`config.mk`:
```
export PLATFORM = sky130hd
export DESIGN_NAME = vdp_command
export DESIGN_NICKNAME = d
export VERILOG_FILES = /design/src/common/vdp_cmd_pkg.sv /design/src/common/cmd_regs_if.sv /design/src/logic/cmd_reg_bank.sv /design/src/logic/area_counter.sv /design/src/logic/pixel_unit.sv /design/src/logic/cmd_sequencer.sv /design/src/logic/vdp_command.sv
export SDC_FILE = /design/constraint.sdc
export NUM_CORES = 1
export LEC_CHECK = 0
export BUFFER_PORTS_ARGS = -buffer_cell sky130_fd_sc_hd__buf_2
export CELL_PAD_IN_SITES_DETAIL_PLACEMENT = 1
export CELL_PAD_IN_SITES_GLOBAL_PLACEMENT = 2
export CORE_UTILIZATION = 35
export CTS_CLUSTER_SIZE = 28
export DETAILED_ROUTE_END_ITERATION = 8
export HOLD_SLACK_MARGIN = 0.02
export PLACE_DENSITY = 0.85
export SYNTH_ARGS = -nofsm -noshare
export SYNTH_HDL_FRONTEND = slang
export SYNTH_HIERARCHICAL = 1
export SYNTH_SLANG_ARGS = --single-unit
export TNS_END_PERCENT = 20
```
`constraint.sdc`:
```
create_clock -name RESET -period 3.7 [get_ports RESET]
set_input_delay 0.37 -clock RESET [delete_from_list [all_inputs] [get_ports RESET]]
set_output_delay 0.37 -clock RESET [all_outputs]
set_load 0.01 [all_outputs]
```
`src/common/vdp_cmd_pkg.sv`:
```
package vdp_cmd_pkg;

  // Datapath widths
  localparam int VRAM_ADDR_W = 17;
  localparam int COORD_X_W   = 9;
  localparam int COORD_Y_W   = 10;
  // Working X keeps room for the border carry
  localparam int X_TMP_W     = 11;
  localparam int DATA_W      = 8;

  // Command opcodes, upper nibble of R46
  localparam logic [3:0] OP_STOP  = 4'b0000;
  localparam logic [3:0] OP_POINT = 4'b0100;
  localparam logic [3:0] OP_PSET  = 4'b0101;
  localparam logic [3:0] OP_SRCH  = 4'b0110;
  localparam logic [3:0] OP_LMMV  = 4'b1000;
  localparam logic [3:0] OP_HMMV  = 4'b1100;

  // Logical operations, R46 bits 2..0
  // Bit 3 selects the transparent variant
  localparam logic [2:0] LOP_IMP = 3'b000;
  localparam logic [2:0] LOP_AND = 3'b001;
  localparam logic [2:0] LOP_OR  = 3'b010;
  localparam logic [2:0] LOP_EOR = 3'b011;
  localparam logic [2:0] LOP_NOT = 3'b100;

  // Register index, register number minus 32
  localparam logic [3:0] REG_SX_L = 4'd0;
  localparam logic [3:0] REG_SX_H = 4'd1;
  localparam logic [3:0] REG_SY_L = 4'd2;
  localparam logic [3:0] REG_SY_H = 4'd3;
  localparam logic [3:0] REG_DX_L = 4'd4;
  localparam logic [3:0] REG_DX_H = 4'd5;
  localparam logic [3:0] REG_DY_L = 4'd6;
  localparam logic [3:0] REG_DY_H = 4'd7;
  localparam logic [3:0] REG_NX_L = 4'd8;
  localparam logic [3:0] REG_NX_H = 4'd9;
  localparam logic [3:0] REG_NY_L = 4'd10;
  localparam logic [3:0] REG_NY_H = 4'd11;
  localparam logic [3:0] REG_CLR  = 4'd12;
  localparam logic [3:0] REG_ARG  = 4'd13;
  localparam logic [3:0] REG_CMD  = 4'd14;

  // Active bitmap mode
  typedef enum logic [1:0] {
    MODE_G4,
    MODE_G5,
    MODE_G6,
    MODE_G7
  } screen_mode_t;

  // Command FSM states
  typedef enum logic [3:0] {
    ST_IDLE,
    ST_CHK_LOOP,
    ST_RD,
    ST_WAIT_RD,
    ST_PRE_RD,
    ST_WAIT_PRE_RD,
    ST_WR,
    ST_WAIT_WR,
    ST_SRCH_CHK,
    ST_END
  } cmd_state_t;

endpackage

```
`src/common/cmd_regs_if.sv`:
```
interface cmd_regs_if import vdp_cmd_pkg::*; ();

  // R32..R43 coordinates and sizes
  logic [COORD_X_W-1:0] sx;
  logic [COORD_Y_W-1:0] sy;
  logic [COORD_X_W-1:0] dx;
  logic [COORD_Y_W-1:0] dy;
  logic [COORD_Y_W-1:0] nx;
  logic [COORD_Y_W-1:0] ny;
  // R44 colour
  logic [DATA_W-1:0]    clr;
  // R45 argument bits
  logic                 eq;
  logic                 dix;
  logic                 diy;
  // R46 opcode and logic op
  logic [DATA_W-1:0]    cmr;

  modport bank (output sx, sy, dx, dy, nx, ny, clr, eq, dix, diy, cmr);
  modport user (input sx, sy, dx, dy, nx, ny, clr, eq, dix, diy, cmr);

endinterface

```
`src/logic/cmd_reg_bank.sv`:
```
module cmd_reg_bank import vdp_cmd_pkg::*; (
  input  logic              RESET,
  input  logic              CLK21M,
  input  logic              reg_wr_req,
  input  logic [3:0]        reg_num,
  input  logic [DATA_W-1:0] reg_data,
  input  logic              mode_valid,
  input  logic              start_take,
  input  logic              load_point,
  input  logic [DATA_W-1:0] point_data,
  input  logic [DATA_W-1:0] col_mask,
  input  logic              ce,
  output logic              reg_wr_ack,
  output logic              start_pend,
  cmd_regs_if.bank          regs
);

  always_ff @(posedge RESET or posedge CLK21M) begin
    if (CLK21M) begin
      reg_wr_ack <= 1'b0;
      start_pend <= 1'b0;
      regs.sx    <= '0;
      regs.sy    <= '0;
      regs.dx    <= '0;
      regs.dy    <= '0;
      regs.nx    <= '0;
      regs.ny    <= '0;
      regs.clr   <= '0;
      regs.eq    <= 1'b0;
      regs.dix   <= 1'b0;
      regs.diy   <= 1'b0;
      regs.cmr   <= '0;
    end else if (reg_wr_req != reg_wr_ack) begin
      // Pending write, acknowledge by toggling
      reg_wr_ack <= ~reg_wr_ack;
      case (reg_num)
        REG_SX_L: regs.sx[7:0] <= reg_data;
        REG_SX_H: regs.sx[8]   <= reg_data[0];
        REG_SY_L: regs.sy[7:0] <= reg_data;
        REG_SY_H: regs.sy[9:8] <= reg_data[1:0];
        REG_DX_L: regs.dx[7:0] <= reg_data;
        REG_DX_H: regs.dx[8]   <= reg_data[0];
        REG_DY_L: regs.dy[7:0] <= reg_data;
        REG_DY_H: regs.dy[9:8] <= reg_data[1:0];
        REG_NX_L: regs.nx[7:0] <= reg_data;
        REG_NX_H: regs.nx[9:8] <= reg_data[1:0];
        REG_NY_L: regs.ny[7:0] <= reg_data;
        REG_NY_H: regs.ny[9:8] <= reg_data[1:0];
        // Colour trimmed to the dot width while running
        REG_CLR:  regs.clr <= ce ? (reg_data & col_mask) : reg_data;
        REG_ARG: begin
          regs.eq  <= reg_data[1];
          regs.dix <= reg_data[2];
          regs.diy <= reg_data[3];
        end
        REG_CMD: begin
          regs.cmr   <= reg_data;
          // No start outside the bitmap modes
          start_pend <= mode_valid;
        end
        default: begin
        end
      endcase
    end else begin
      if (start_take) begin
        start_pend <= 1'b0;
      end
      // POINT result lands in the colour register
      if (load_point) begin
        regs.clr <= point_data;
      end
    end
  end

endmodule

```
`src/logic/area_counter.sv`:
```
module area_counter import vdp_cmd_pkg::*; (
  input  logic                 RESET,
  input  logic                 CLK21M,
  input  screen_mode_t         mode,
  input  logic                 init,
  input  logic                 step_x,
  input  logic                 next_line,
  cmd_regs_if.user             regs,
  output logic                 x_end,
  output logic                 y_end,
  output logic [X_TMP_W-1:0]   src_x,
  output logic [X_TMP_W-1:0]   dst_x,
  output logic [COORD_Y_W-1:0] src_y,
  output logic [COORD_Y_W-1:0] dst_y
);

  logic                 byte_cmd;
  logic [1:0]           max_mask;
  logic                 src_border;
  logic                 dst_border;
  logic [COORD_Y_W-1:0] nx_load;
  logic [COORD_Y_W-1:0] nx_cnt;
  logic [COORD_Y_W-1:0] ny_cnt;
  logic [X_TMP_W-1:0]   x_delta;
  logic [COORD_Y_W-1:0] y_delta;

  // High-speed byte command
  assign byte_cmd = regs.cmr[7:6] == 2'b11;

  // 512-dot modes border at bit 9, 256-dot modes at bit 8
  assign max_mask   = (mode == MODE_G5 || mode == MODE_G6) ? 2'b10 : 2'b01;
  assign src_border = (src_x[9:8] & max_mask) == max_mask;
  assign dst_border = (dst_x[9:8] & max_mask) == max_mask;

  assign y_delta = regs.diy ? '1 : COORD_Y_W'(1);

  // Byte step and dot count depend on pixels per byte
  always_comb begin
    nx_load = regs.nx;
    x_delta = X_TMP_W'(1);
    if (byte_cmd && mode == MODE_G5) begin
      nx_load = {2'b00, regs.nx[9:2]};
      x_delta = X_TMP_W'(4);
    end else if (byte_cmd && mode != MODE_G7) begin
      nx_load = {1'b0, regs.nx[9:1]};
      x_delta = X_TMP_W'(2);
    end
    if (regs.dix) begin
      x_delta = -x_delta;
    end
  end

  always_comb begin
    case (regs.cmr[7:4])
      OP_HMMV, OP_LMMV: x_end = (nx_cnt == '0) || dst_border;
      // Search runs to the border only
      OP_SRCH: x_end = src_border;
      default: x_end = 1'b1;
    endcase
  end

  // Last line, or top edge reached going up
  assign y_end = (ny_cnt == COORD_Y_W'(1)) || (regs.diy && dst_y == '0);

  always_ff @(posedge RESET or posedge CLK21M) begin
    if (CLK21M) begin
      src_x  <= '0;
      dst_x  <= '0;
      src_y  <= '0;
      dst_y  <= '0;
      nx_cnt <= '0;
      ny_cnt <= '0;
    end else if (init || next_line) begin
      // X restarts at the left of the area each line
      src_x  <= X_TMP_W'(regs.sx);
      dst_x  <= X_TMP_W'(regs.dx);
      nx_cnt <= nx_load;
      if (init) begin
        src_y  <= regs.sy;
        dst_y  <= regs.dy;
        ny_cnt <= regs.ny;
      end else begin
        src_y  <= src_y + y_delta;
        dst_y  <= dst_y + y_delta;
        ny_cnt <= ny_cnt - COORD_Y_W'(1);
      end
    end else if (step_x) begin
      src_x  <= src_x + x_delta;
      dst_x  <= dst_x + x_delta;
      nx_cnt <= nx_cnt - COORD_Y_W'(1);
    end
  end

endmodule

```
`src/logic/pixel_unit.sv`:
```
module pixel_unit import vdp_cmd_pkg::*; (
  input  logic                   RESET,
  input  logic                   CLK21M,
  input  screen_mode_t           mode,
  input  logic [DATA_W-1:0]      vram_rd_data,
  input  logic                   ld_fill,
  input  logic                   ld_merge,
  input  logic                   addr_src,
  input  logic                   addr_dst,
  input  logic [X_TMP_W-1:0]     src_x,
  input  logic [X_TMP_W-1:0]     dst_x,
  input  logic [COORD_Y_W-1:0]   src_y,
  input  logic [COORD_Y_W-1:0]   dst_y,
  cmd_regs_if.user               regs,
  output logic [DATA_W-1:0]      vram_wr_data,
  output logic [VRAM_ADDR_W-1:0] vram_addr,
  output logic [DATA_W-1:0]      point_data,
  output logic [DATA_W-1:0]      col_mask,
  output logic                   src_match
);

  logic [1:0]             x_low;
  logic [COORD_X_W-1:0]   acc_x;
  logic [COORD_Y_W-1:0]   acc_y;
  logic [VRAM_ADDR_W-1:0] acc_addr;
  logic [DATA_W-1:0]      src_col;
  logic [DATA_W-1:0]      lop_col;
  logic [DATA_W-1:0]      merged;

  assign acc_x = addr_src ? src_x[COORD_X_W-1:0] : dst_x[COORD_X_W-1:0];
  assign acc_y = addr_src ? src_y : dst_y;

  // Byte address, Y above X over pixels per byte
  always_comb begin
    case (mode)
      MODE_G4: acc_addr = {acc_y, acc_x[7:1]};
      MODE_G5: acc_addr = {acc_y, acc_x[8:2]};
      MODE_G6: acc_addr = {acc_y[8:0], acc_x[8:1]};
      default: acc_addr = {acc_y[8:0], acc_x[7:0]};
    endcase
  end

  // Dot select, leftmost dot in the high bits
  always_comb begin
    case (mode)
      MODE_G4, MODE_G6: begin
        point_data = {4'h0, vram_rd_data[{~x_low[0], 2'b00} +: 4]};
        col_mask   = 8'h0f;
      end
      MODE_G5: begin
        point_data = {6'b000000, vram_rd_data[{~x_low, 1'b0} +: 2]};
        col_mask   = 8'h03;
      end
      default: begin
        point_data = vram_rd_data;
        col_mask   = 8'hff;
      end
    endcase
    // Byte command moves whole bytes
    if (regs.cmr[7:6] == 2'b11) begin
      col_mask = 8'hff;
    end
  end

  assign src_col = regs.clr & col_mask;

  // Logical op, transparent with colour 0 keeps the old dot
  always_comb begin
    lop_col = point_data;
    if (!regs.cmr[3] || src_col != '0) begin
      case (regs.cmr[2:0])
        LOP_IMP: lop_col = src_col;
        LOP_AND: lop_col = src_col & point_data;
        LOP_OR:  lop_col = src_col | point_data;
        LOP_EOR: lop_col = src_col ^ point_data;
        LOP_NOT: lop_col = ~src_col;
        default: lop_col = point_data;
      endcase
    end
  end

  // Result back into the byte, neighbours untouched
  always_comb begin
    merged = vram_rd_data;
    case (mode)
      MODE_G4, MODE_G6: merged[{~x_low[0], 2'b00} +: 4] = lop_col[3:0];
      MODE_G5:          merged[{~x_low, 1'b0} +: 2] = lop_col[1:0];
      default:          merged = lop_col;
    endcase
  end

  // Compared against EQ by the sequencer
  assign src_match = point_data != src_col;

  always_ff @(posedge RESET or posedge CLK21M) begin
    if (CLK21M) begin
      x_low        <= 2'b00;
      vram_addr    <= '0;
      vram_wr_data <= '0;
    end else begin
      if (addr_src || addr_dst) begin
        x_low     <= acc_x[1:0];
        vram_addr <= acc_addr;
      end
      if (ld_fill) begin
        vram_wr_data <= src_col;
      end else if (ld_merge) begin
        vram_wr_data <= merged;
      end
    end
  end

endmodule

```
`src/logic/cmd_sequencer.sv`:
```
module cmd_sequencer import vdp_cmd_pkg::*; (
  input  logic       RESET,
  input  logic       CLK21M,
  input  logic       start_pend,
  input  logic       reg_busy,
  input  logic       x_end,
  input  logic       y_end,
  input  logic       src_match,
  input  logic       vram_wr_ack,
  input  logic       vram_rd_ack,
  cmd_regs_if.user   regs,
  output logic       vram_wr_req,
  output logic       vram_rd_req,
  output logic       start_take,
  output logic       load_point,
  output logic       init,
  output logic       step_x,
  output logic       next_line,
  output logic       ld_fill,
  output logic       ld_merge,
  output logic       addr_src,
  output logic       addr_dst,
  output logic       ce,
  output logic       bd,
  output cmd_state_t state
);

  cmd_state_t state_nxt;
  logic [3:0] op;
  logic       rd_done;
  logic       wr_done;
  logic       first_pass;
  logic       issue_rd;
  logic       issue_wr;
  logic       found;

  assign op      = regs.cmr[7:4];
  assign rd_done = vram_rd_req == vram_rd_ack;
  assign wr_done = vram_wr_req == vram_wr_ack;

  always_comb begin
    state_nxt  = state;
    start_take = 1'b0;
    load_point = 1'b0;
    init       = 1'b0;
    step_x     = 1'b0;
    next_line  = 1'b0;
    ld_fill    = 1'b0;
    ld_merge   = 1'b0;
    addr_src   = 1'b0;
    addr_dst   = 1'b0;
    issue_rd   = 1'b0;
    issue_wr   = 1'b0;
    found      = 1'b0;
    // Register write wins, FSM holds
    if (!reg_busy) begin
      if (start_pend && state != ST_IDLE) begin
        // New R46 aborts the running command
        state_nxt = ST_IDLE;
      end else begin
        case (state)
          ST_IDLE: begin
            if (start_pend) begin
              start_take = 1'b1;
              init       = 1'b1;
              state_nxt  = ST_CHK_LOOP;
            end
          end
          ST_CHK_LOOP: begin
            // End of row, move to the next line
            next_line = !first_pass && x_end;
            if (!first_pass && x_end && y_end) begin
              state_nxt = ST_END;
            end else begin
              case (op)
                OP_HMMV:           state_nxt = ST_WR;
                OP_LMMV, OP_PSET:  state_nxt = ST_PRE_RD;
                OP_POINT, OP_SRCH: state_nxt = ST_RD;
                default:           state_nxt = ST_END;
              endcase
            end
          end
          ST_RD: begin
            addr_src  = 1'b1;
            issue_rd  = 1'b1;
            state_nxt = ST_WAIT_RD;
          end
          ST_WAIT_RD: begin
            if (rd_done) begin
              if (op == OP_POINT) begin
                load_point = 1'b1;
                state_nxt  = ST_END;
              end else if (src_match == regs.eq) begin
                found     = 1'b1;
                state_nxt = ST_END;
              end else begin
                step_x    = 1'b1;
                state_nxt = ST_SRCH_CHK;
              end
            end
          end
          ST_PRE_RD: begin
            addr_dst  = 1'b1;
            issue_rd  = 1'b1;
            state_nxt = ST_WAIT_PRE_RD;
          end
          ST_WAIT_PRE_RD: begin
            if (rd_done) begin
              ld_merge  = 1'b1;
              state_nxt = ST_WR;
            end
          end
          ST_WR: begin
            // HMMV writes the plain colour, others the merged byte
            ld_fill   = op == OP_HMMV;
            addr_dst  = 1'b1;
            issue_wr  = 1'b1;
            state_nxt = ST_WAIT_WR;
          end
          ST_WAIT_WR: begin
            if (wr_done) begin
              if (op == OP_PSET) begin
                state_nxt = ST_END;
              end else begin
                step_x    = 1'b1;
                state_nxt = ST_CHK_LOOP;
              end
            end
          end
          ST_SRCH_CHK: state_nxt = x_end ? ST_END : ST_RD;
          default:     state_nxt = ST_IDLE;
        endcase
      end
    end
  end

  always_ff @(posedge RESET or posedge CLK21M) begin
    if (CLK21M) begin
      state       <= ST_IDLE;
      first_pass  <= 1'b0;
      ce          <= 1'b0;
      bd          <= 1'b0;
      vram_wr_req <= 1'b0;
      vram_rd_req <= 1'b0;
    end else begin
      state <= state_nxt;
      // Loop-end test skipped on the first pass
      if (start_take) begin
        first_pass <= 1'b1;
        ce         <= 1'b1;
        bd         <= 1'b0;
      end else if (state == ST_CHK_LOOP) begin
        first_pass <= 1'b0;
      end
      if (state == ST_END && state_nxt == ST_IDLE) begin
        ce <= 1'b0;
      end
      if (found) begin
        bd <= 1'b1;
      end
      // Toggle away from the ack to open an access
      if (issue_rd) begin
        vram_rd_req <= ~vram_rd_ack;
      end
      if (issue_wr) begin
        vram_wr_req <= ~vram_wr_ack;
      end
    end
  end

endmodule

```
`src/logic/vdp_command.sv`:
```
module vdp_command import vdp_cmd_pkg::*; (
  input  logic                   RESET,
  input  logic                   CLK21M,
  input  logic                   graphic4,
  input  logic                   graphic5,
  input  logic                   graphic6,
  input  logic                   graphic7,
  input  logic                   reg_wr_req,
  input  logic [3:0]             reg_num,
  input  logic [DATA_W-1:0]      reg_data,
  output logic                   reg_wr_ack,
  output logic                   vram_wr_req,
  input  logic                   vram_wr_ack,
  output logic                   vram_rd_req,
  input  logic                   vram_rd_ack,
  output logic [VRAM_ADDR_W-1:0] vram_addr,
  output logic [DATA_W-1:0]      vram_wr_data,
  input  logic [DATA_W-1:0]      vram_rd_data,
  output logic [DATA_W-1:0]      clr,
  output logic                   ce,
  output logic                   bd,
  output logic [3:0]             cur_cmd
);

  screen_mode_t         mode;
  logic                 mode_valid;
  logic                 reg_busy;
  logic                 start_pend;
  logic                 start_take;
  logic                 load_point;
  logic                 init;
  logic                 step_x;
  logic                 next_line;
  logic                 ld_fill;
  logic                 ld_merge;
  logic                 addr_src;
  logic                 addr_dst;
  logic                 x_end;
  logic                 y_end;
  logic                 src_match;
  logic [X_TMP_W-1:0]   src_x;
  logic [X_TMP_W-1:0]   dst_x;
  logic [COORD_Y_W-1:0] src_y;
  logic [COORD_Y_W-1:0] dst_y;
  logic [DATA_W-1:0]    point_data;
  logic [DATA_W-1:0]    col_mask;
  cmd_state_t           cmd_state;

  cmd_regs_if u_regs ();

  // One mode bit expected, lowest wins
  always_comb begin
    if (graphic4) begin
      mode = MODE_G4;
    end else if (graphic5) begin
      mode = MODE_G5;
    end else if (graphic6) begin
      mode = MODE_G6;
    end else begin
      mode = MODE_G7;
    end
  end

  assign mode_valid = graphic4 | graphic5 | graphic6 | graphic7;
  assign reg_busy   = reg_wr_req != reg_wr_ack;
  assign clr        = u_regs.clr;
  assign cur_cmd    = u_regs.cmr[7:4];

  cmd_reg_bank u_cmd_reg_bank (
    .RESET, .CLK21M, .reg_wr_req, .reg_num, .reg_data, .mode_valid,
    .start_take, .load_point, .point_data, .col_mask, .ce,
    .reg_wr_ack, .start_pend, .regs(u_regs.bank)
  );

  area_counter u_area_counter (
    .RESET, .CLK21M, .mode, .init, .step_x, .next_line, .regs(u_regs.user),
    .x_end, .y_end, .src_x, .dst_x, .src_y, .dst_y
  );

  pixel_unit u_pixel_unit (
    .RESET, .CLK21M, .mode, .vram_rd_data, .ld_fill, .ld_merge, .addr_src, .addr_dst,
    .src_x, .dst_x, .src_y, .dst_y, .regs(u_regs.user),
    .vram_wr_data, .vram_addr, .point_data, .col_mask, .src_match
  );

  // State exported for the bound checks
  cmd_sequencer u_cmd_sequencer (
    .RESET, .CLK21M, .start_pend, .reg_busy, .x_end, .y_end, .src_match,
    .vram_wr_ack, .vram_rd_ack, .regs(u_regs.user),
    .vram_wr_req, .vram_rd_req, .start_take, .load_point, .init, .step_x, .next_line,
    .ld_fill, .ld_merge, .addr_src, .addr_dst, .ce, .bd, .state(cmd_state)
  );

endmodule

```
==> run summary, run 1 <==
Sink Count = 175
largest net degree at the start of global routing = 67
Tot Pwr = 10.2 mW
DRT antenna net count = 0
number of global-route vias before repair = 10200
maxcap violations = 0
Worst Max-Slew Pin Slew = 1190 ps
Worst Setup Start Kind = flip-flop
number of hold violations in the final report = 0
via count = 10000
drt pass-1 iters = 4
IO Port Bufs = 70
IR drop worst, VDD = 0.000416 V
Boundary Pins = 71
CTS Buffer Depth = 2
final wirelength = 37800 um
Final WS setup = 132 ps
WHS = 137 ps
R2R depth = 15
H-tree levels = 4
Final Cycle Share = 96.4%
P_int = 5.79 mW
Die Wd = 187 um
Layout Area Growth over Synthesis = 15.1%
Worst Skew = 17.7 ps
Register Area = 4380 um2
Core Rows = 67
CTS root buf = clkbuf_16
reg-to-reg endpoint = u_area_counter/dst_x[2]
Net Sw Frac = 43.3%
Reg clk slew, reported paths = 80 ps
Worst R2R Setup Slack = 130 ps
endpoints failing setup = 0
worst setup path endpoint = u_area_counter/dst_x[2]
Critical R2R Launch = u_pixel_unit/x_low[0]
Die Area = 34800 um2
Num CTS Buffers = 17
Slew HR = 20.3%
minimum clock period = 3570 ps
Synth Area per Inst = 9.39 um2
Initial Utilization = 35.6%
post-route DRC violation count = 0
Hold Path Origin = vram_wr_ack
fin nets = 1450
DIE HEIGHT = 187 um
crit-path max FO = 9
DP Wirelength = 27300 um
number of synthesis warnings = 6
WP data arrival = 3940 ps
vias per inst = 5.52
gr ovfl total = 0
clock share of power = 18.9%
multi-input logic area = 6990 um2
initial antenna violation count = 1
DR iter-0 viols = 636
Cells after Synth = 1270
Comb pwr share = 48.6%
RD Place Congestion = 0.882
Flop pwr share = 32.5%
critical path required time = 4070 ps
Power per Cell Area = 744 nW/um2
Core Footprint = 33500 um2
switching power = 4.42 mW
CTS tree = yes
first-pass GRT wire length = 60100 um
worst-skew pair later-pin latency = 450 ps
critical path type = flip-flop to flip-flop
crit end category = flip-flop
Post-Synthesis Cell Area = 11900 um2
Fill cells = 3885
Max Slew Vio Count = 0
layout cells sized above 1 = 21.3%
status = finished, final reports clean
leakage = 6.11 nW
total track usage = 22.1%
Placement Setup Slack = -182 ps
Max Clock Freq = 280 MHz
Hold Path Class = primary input to flip-flop
post-DR wirelength/cell = 20.8 um
CP Launch Point = u_pixel_unit/x_low[0]
[worst min-delay path by stage]
| stage | cells after the start | end |
|---|---|---|
| 2_1_floorplan | 1 | u_cmd_sequencer/bd |
| 3_3_place_gp | 2 | u_cmd_sequencer/vram_rd_req |
| 3_5_place_dp | 2 | u_cmd_sequencer/vram_rd_req |
| 4_1_cts | 2 | u_cmd_sequencer/vram_wr_req |
| 5_1_grt | 1 | u_cmd_reg_bank/reg_wr_ack |
| 6_report | 2 | u_cmd_sequencer/vram_wr_req |
[metal layers]
| metal | vias to the layer above | track usage [%] | wire length [um] |
|---|---|---|---|
| met5 | - | 0 | 0 |
| met4 | 0 | 5.96 | 584 |
| met3 | 40 | 3.52 | 1440 |
| met2 | 206 | 34.6 | 17300 |
| met1 | 5095 | 31.4 | 18400 |
| li1 | 4697 | - | - |
[critical path: stages, from the launching register on]
cell	delay, ps
dfrtp_2	470
or3b_1	370
a21oi_1	180
o32ai_2	140
ha_1	320
nor4_2	280
nand2_1	130
xnor2_1	160
o32a_1	340
nor2_1	130
buf_6	170
clkinvlp_4	210
buf_12	200
nor3_1	180
a21oi_1	50
o21ai_0	150
[registers in the layout, indices dropped and copies added, names as in the netlist, 2 cells and up]
| register | count |
|---|---|
| u_cmd_reg_bank/regs.clr | 8 |
| u_cmd_reg_bank/regs.sy | 10 |
| u_cmd_reg_bank/regs.sx | 9 |
| u_cmd_reg_bank/regs.cmr | 8 |
| u_area_counter/src_x | 10 |
| u_pixel_unit/vram_addr | 17 |
| u_cmd_reg_bank/regs.nx | 10 |
| u_area_counter/dst_y | 10 |
| u_area_counter/nx_cnt | 10 |
| u_pixel_unit/vram_wr_data | 8 |
| u_area_counter/ny_cnt | 10 |
| u_pixel_unit/x_low | 2 |
| u_cmd_reg_bank/regs.dx | 9 |
| u_cmd_sequencer/state | 4 |
| u_area_counter/src_y | 10 |
| u_cmd_reg_bank/regs.dy | 10 |
| u_cmd_reg_bank/regs.ny | 10 |
| u_area_counter/dst_x | 10 |
[final cells by class]
class | instances | area share [%]
flip-flops and latches | 175 | 31.9
diodes | 1 | 0.0182
clock buffers | 17 | 3.10
inverters | 76 | 2.14
clock inverters | 15 | 1.42
multi-input cells | 949 | 50.9
repair buffers | 136 | 6.39
well taps | 448 | 4.08
[through the flow]
| stage | area (um2) | util [%] | cells | setup TNS [ps] |
|---|---|---|---|---|
| floorplan | 11900 | - | 1271 | 0 |
| global placement | 13000 | 38.8 | 1779 | -1320 |
| detailed placement | 13000 | 38.8 | 1779 | -1610 |
| CTS | 13700 | 40.7 | 1812 | 0 |
| global route | 13700 | 40.9 | 1816 | -26.9 |
| finish | 13700 | 40.9 | 1817 | 0 |
[cells in the final DEF, fill, tap and decap left out, types with 9 or more instances in the layout]
master / instances
nor2b_1: 14
ha_1: 62
nand2_1: 114
mux2_4: 32
xor2_1: 15
nor4_1: 13
nor2_1: 101
o21ai_0: 104
a221oi_1: 19
clkbuf_16: 17
dfrtp_1: 173
a21oi_1: 82
buf_2: 70
nor3b_1: 21
nand3_1: 9
mux2_2: 41
inv_1: 70
a22oi_1: 13
mux2i_1: 57
xnor2_1: 41
a21o_1: 11
and3_1: 11
nand2b_1: 11
nor3_1: 19
a211oi_1: 10
buf_4: 62
[what timing repair did]
action                                  in CTS  in global routing
pin swaps                                    0                  1
buffers inserted                             0                  4
cloned                                       0                  0
endpoints found under the hold margin        9                  0
endpoints found under the setup margin       7                 16
gates resized for setup                      1                  9
hold buffers                                 1                  0
[power by group through the flow]
stage                     registers (mW)  logic, mW  clock network (mW)
final                               3.32       4.96                1.93
after global routing                3.42       5.49                2.03
after CTS                           3.31       4.92                1.98
after detailed placement            3.33       4.84                   0
after global placement              3.30       4.69                   0
after floorplan                     3.21       3.41                   0
No activity file was read; power rests on OpenSTA's default activity.
==> inputs of run 2 (changes only) <==
- BUFFER_PORTS_ARGS: -buffer_cell sky130_fd_sc_hd__buf_2 -> default
- DONT_BUFFER_PORTS: default -> 1
- PLACE_DENSITY: 0.85 -> 0.82
- SYNTH_HIERARCHICAL: 1 -> default
==> run summary, run 2 <==
status = finished, final reports clean
Register Area = 4380 um2
first-pass GRT wire length = 55900 um
post-synth cell types = 72
RSZ-0062 raised after global routing = false
Worst Max-Slew Pin Slew = 943 ps
switching power = 4.27 mW
CTS tree = yes
final wirelength = 35000 um
DP Wirelength = 25100 um
Final Core Density = 40.0%
CP top delay family = simple AND/OR/NAND/NOR gates
Fill cells = 3527
Max Slew Vio Count = 0
worst-skew pair later-pin latency = 450 ps
IR drop worst, VDD = 0.000353 V
Placed Area = 11700 um2
CP peak stage delay = 530 ps
Die Area = 32500 um2
leakage = 5.32 nW
wire length on met2 = 16500 um
Post-Synthesis Cell Area = 11100 um2
Boundary Pins = 71
WHS = 49.1 ps
Post-synth top cells = dfrtp_1, nor2_1, nand2_1, a21oi_1, mux2_2
Core Rows = 64
FF+latch count, synth = 175
largest net degree at the start of global routing = 74
Reg with most FFs = u_pixel_unit.vram_addr
top cells by area, synth = dfrtp_1, mux2_2, ha_1
Sink Count = 175
Setup TNS Final = 0 ps
number of global-route vias before repair = 9615
CTS Buffer Depth = 2
area share of the largest cell type after synthesis = 39.4%
gr ovfl total = 0
Initial Utilization = 36.0%
drt pass-1 iters = 4
Slew HR = 37.0%
maxcap violations = 0
leading area contributor after synthesis = dfrtp_1
RD Place Congestion = 0.866
EDFF count, synth = 0
Slowest-stage cell, CP = mux4_2
Final WS setup = 283 ps
critical path buffer and inverter count = 2
DRT antenna net count = 0
Flop pwr share = 35.4%
clock share of power = 19.4%
crit-path max FO = 24
Post-synth ARST share = 100%
Seq/Total Area, Yosys = 39.4%
met3 routed WL = 1400 um
post-route DRC violation count = 0
critical path type = flip-flop to flip-flop
fin nets = 1273
top-count cell post-synth = dfrtp_1
WP data arrival = 3760 ps
uppermost layer routed = met4
DR iter-0 viols = 759
Num CTS Buffers = 17
Hold Path Class = primary input to flip-flop
H-tree levels = 4
P_int = 5.66 mW
Placement Setup Slack = 297 ps
crit end category = flip-flop
commonest non-fill, non-tap cells in the layout = dfrtp_1, nor2_1, nand2_1
endpoints failing setup = 0
max FFs per register = 17
vias per inst = 5.82
Max Clock Freq = 293 MHz
initial antenna violation count = 2
Worst Skew = 16.7 ps
Layout Area Growth over Synthesis = 11.1%
CTS root buf = clkbuf_16
Post-synth top flop = dfrtp_1
Die Wd = 180 um
Synth Area per Inst = 9.43 um2
number of synthesis warnings = 0
critical path required time = 4050 ps
Core Footprint = 30900 um2
Net Sw Frac = 43.0%
Worst Setup Start Kind = flip-flop
commonest non-fill, non-tap cell in the layout = dfrtp_1
Antenna diodes = 0
post-DR wirelength/cell = 22.0 um
Final Cycle Share = 92.4%
total track usage = 22.1%
Reg clk slew, reported paths = 70 ps
syn_nets = 1271
DIE HEIGHT = 180 um
cell area after layout = 12400 um2
layout cells sized above 1 = 14.5%
cells along the critical path = mux4_2, nand2_1, nand2_1, a21o_1, inv_1, ha_1, nor4_1, nand2_1, xnor2_1, o22a_1, buf_12, nor2_1, nor2_1, nor2_1, a311oi_1
minimum clock period = 3420 ps
Comb pwr share = 45.2%
multi-input logic area = 6290 um2
number of hold violations in the final report = 0
via count = 9248
Cells after Synth = 1179
Power per Cell Area = 804 nW/um2
M1 WL = 16600 um
IO Port Bufs = 0
-- run 2: worst paths after layout --
| path | start | to | slack [ps] | cells past startpoint |
|---|---|---|---|---|
| worst min register to register | u_cmd_reg_bank.regs.ny[5] | u_area_counter.ny_cnt[5] | 480 | 2 |
| worst max register to register | u_pixel_unit.x_low[0] | u_area_counter.nx_cnt[8] | 280 | 15 |
| worst max-delay path | u_pixel_unit.x_low[0] | u_area_counter.nx_cnt[8] | 280 | 15 |
| max in group asynchronous | CLK21M | u_area_counter.src_x[4] | 2210 | 3 |
| min in group asynchronous | CLK21M | u_area_counter.ny_cnt[5] | 600 | 2 |
| worst min-delay path | vram_wr_ack | u_cmd_sequencer.vram_wr_req | 50 | 1 |
-- run 2: repair_timing --
item                       CTS  global route
hold endpoints to repair    37             0
hold buffers                 3             0
gates resized for setup      0             1
setup buffers                0             0
setup endpoints to repair    0             1
-- run 2: per-stage QoR --
step | std cells | power, mW
2_1_floorplan | 1179 | 6.68
3_3_place_gp | 1555 | 7.81
3_5_place_dp | 1555 | 7.97
4_1_cts | 1589 | 9.96
5_1_grt | 1589 | 10.7
6_report | 1589 | 9.93
-- run 2: power groups by stage --
stage / sequential [mW] / clock (mW) / combinational (mW)
after floorplan: 3.19 / 0 / 3.50
after global placement: 3.51 / 0 / 4.30
after detailed placement: 3.54 / 0 / 4.43
after CTS: 3.51 / 1.98 / 4.48
after global routing: 3.63 / 2.03 / 5.00
final: 3.52 / 1.93 / 4.48
-- run 2: kinds of logic after synthesis --
logic type	count (synthesis)	synth area share [%]
xor gates and xnor gates	45	3.55
adders and majority gates	63	7.36
muxes	120	12.0
buffers and inverters	110	4.05
and+or+nand+nor	342	14.6
DFF	175	39.4
AOI/OAI and AO/OA	324	19.0
-- run 2: layer usage --
metal  GRT usage [%]  up-vias
li1                -     4280
met1            30.2     4776
met2            36.0      165
met3            4.04       27
met4            5.61        0
met5               0        -
-- run 2: final cells by class --
class	count	share of cell area, %
well taps	396	4.01
multi-input cells	894	50.9
clock inverters	14	1.50
flip-flops and latches	175	35.5
clock buffers	17	3.44
repair buffers	44	3.14
inverters	49	1.52
-- run 2: worst register-to-register path, stage by stage, from the launching register on --
cell      delay, ps
dfrtp_1         470
mux4_2          530
nand2_1          90
nand2_1          50
a21o_1          180
inv_1            90
ha_1            250
nor4_1          270
nand2_1         120
xnor2_1         340
o22a_1          290
buf_12          190
nor2_1           70
nor2_1          100
nor2_1           50
a311oi_1        250
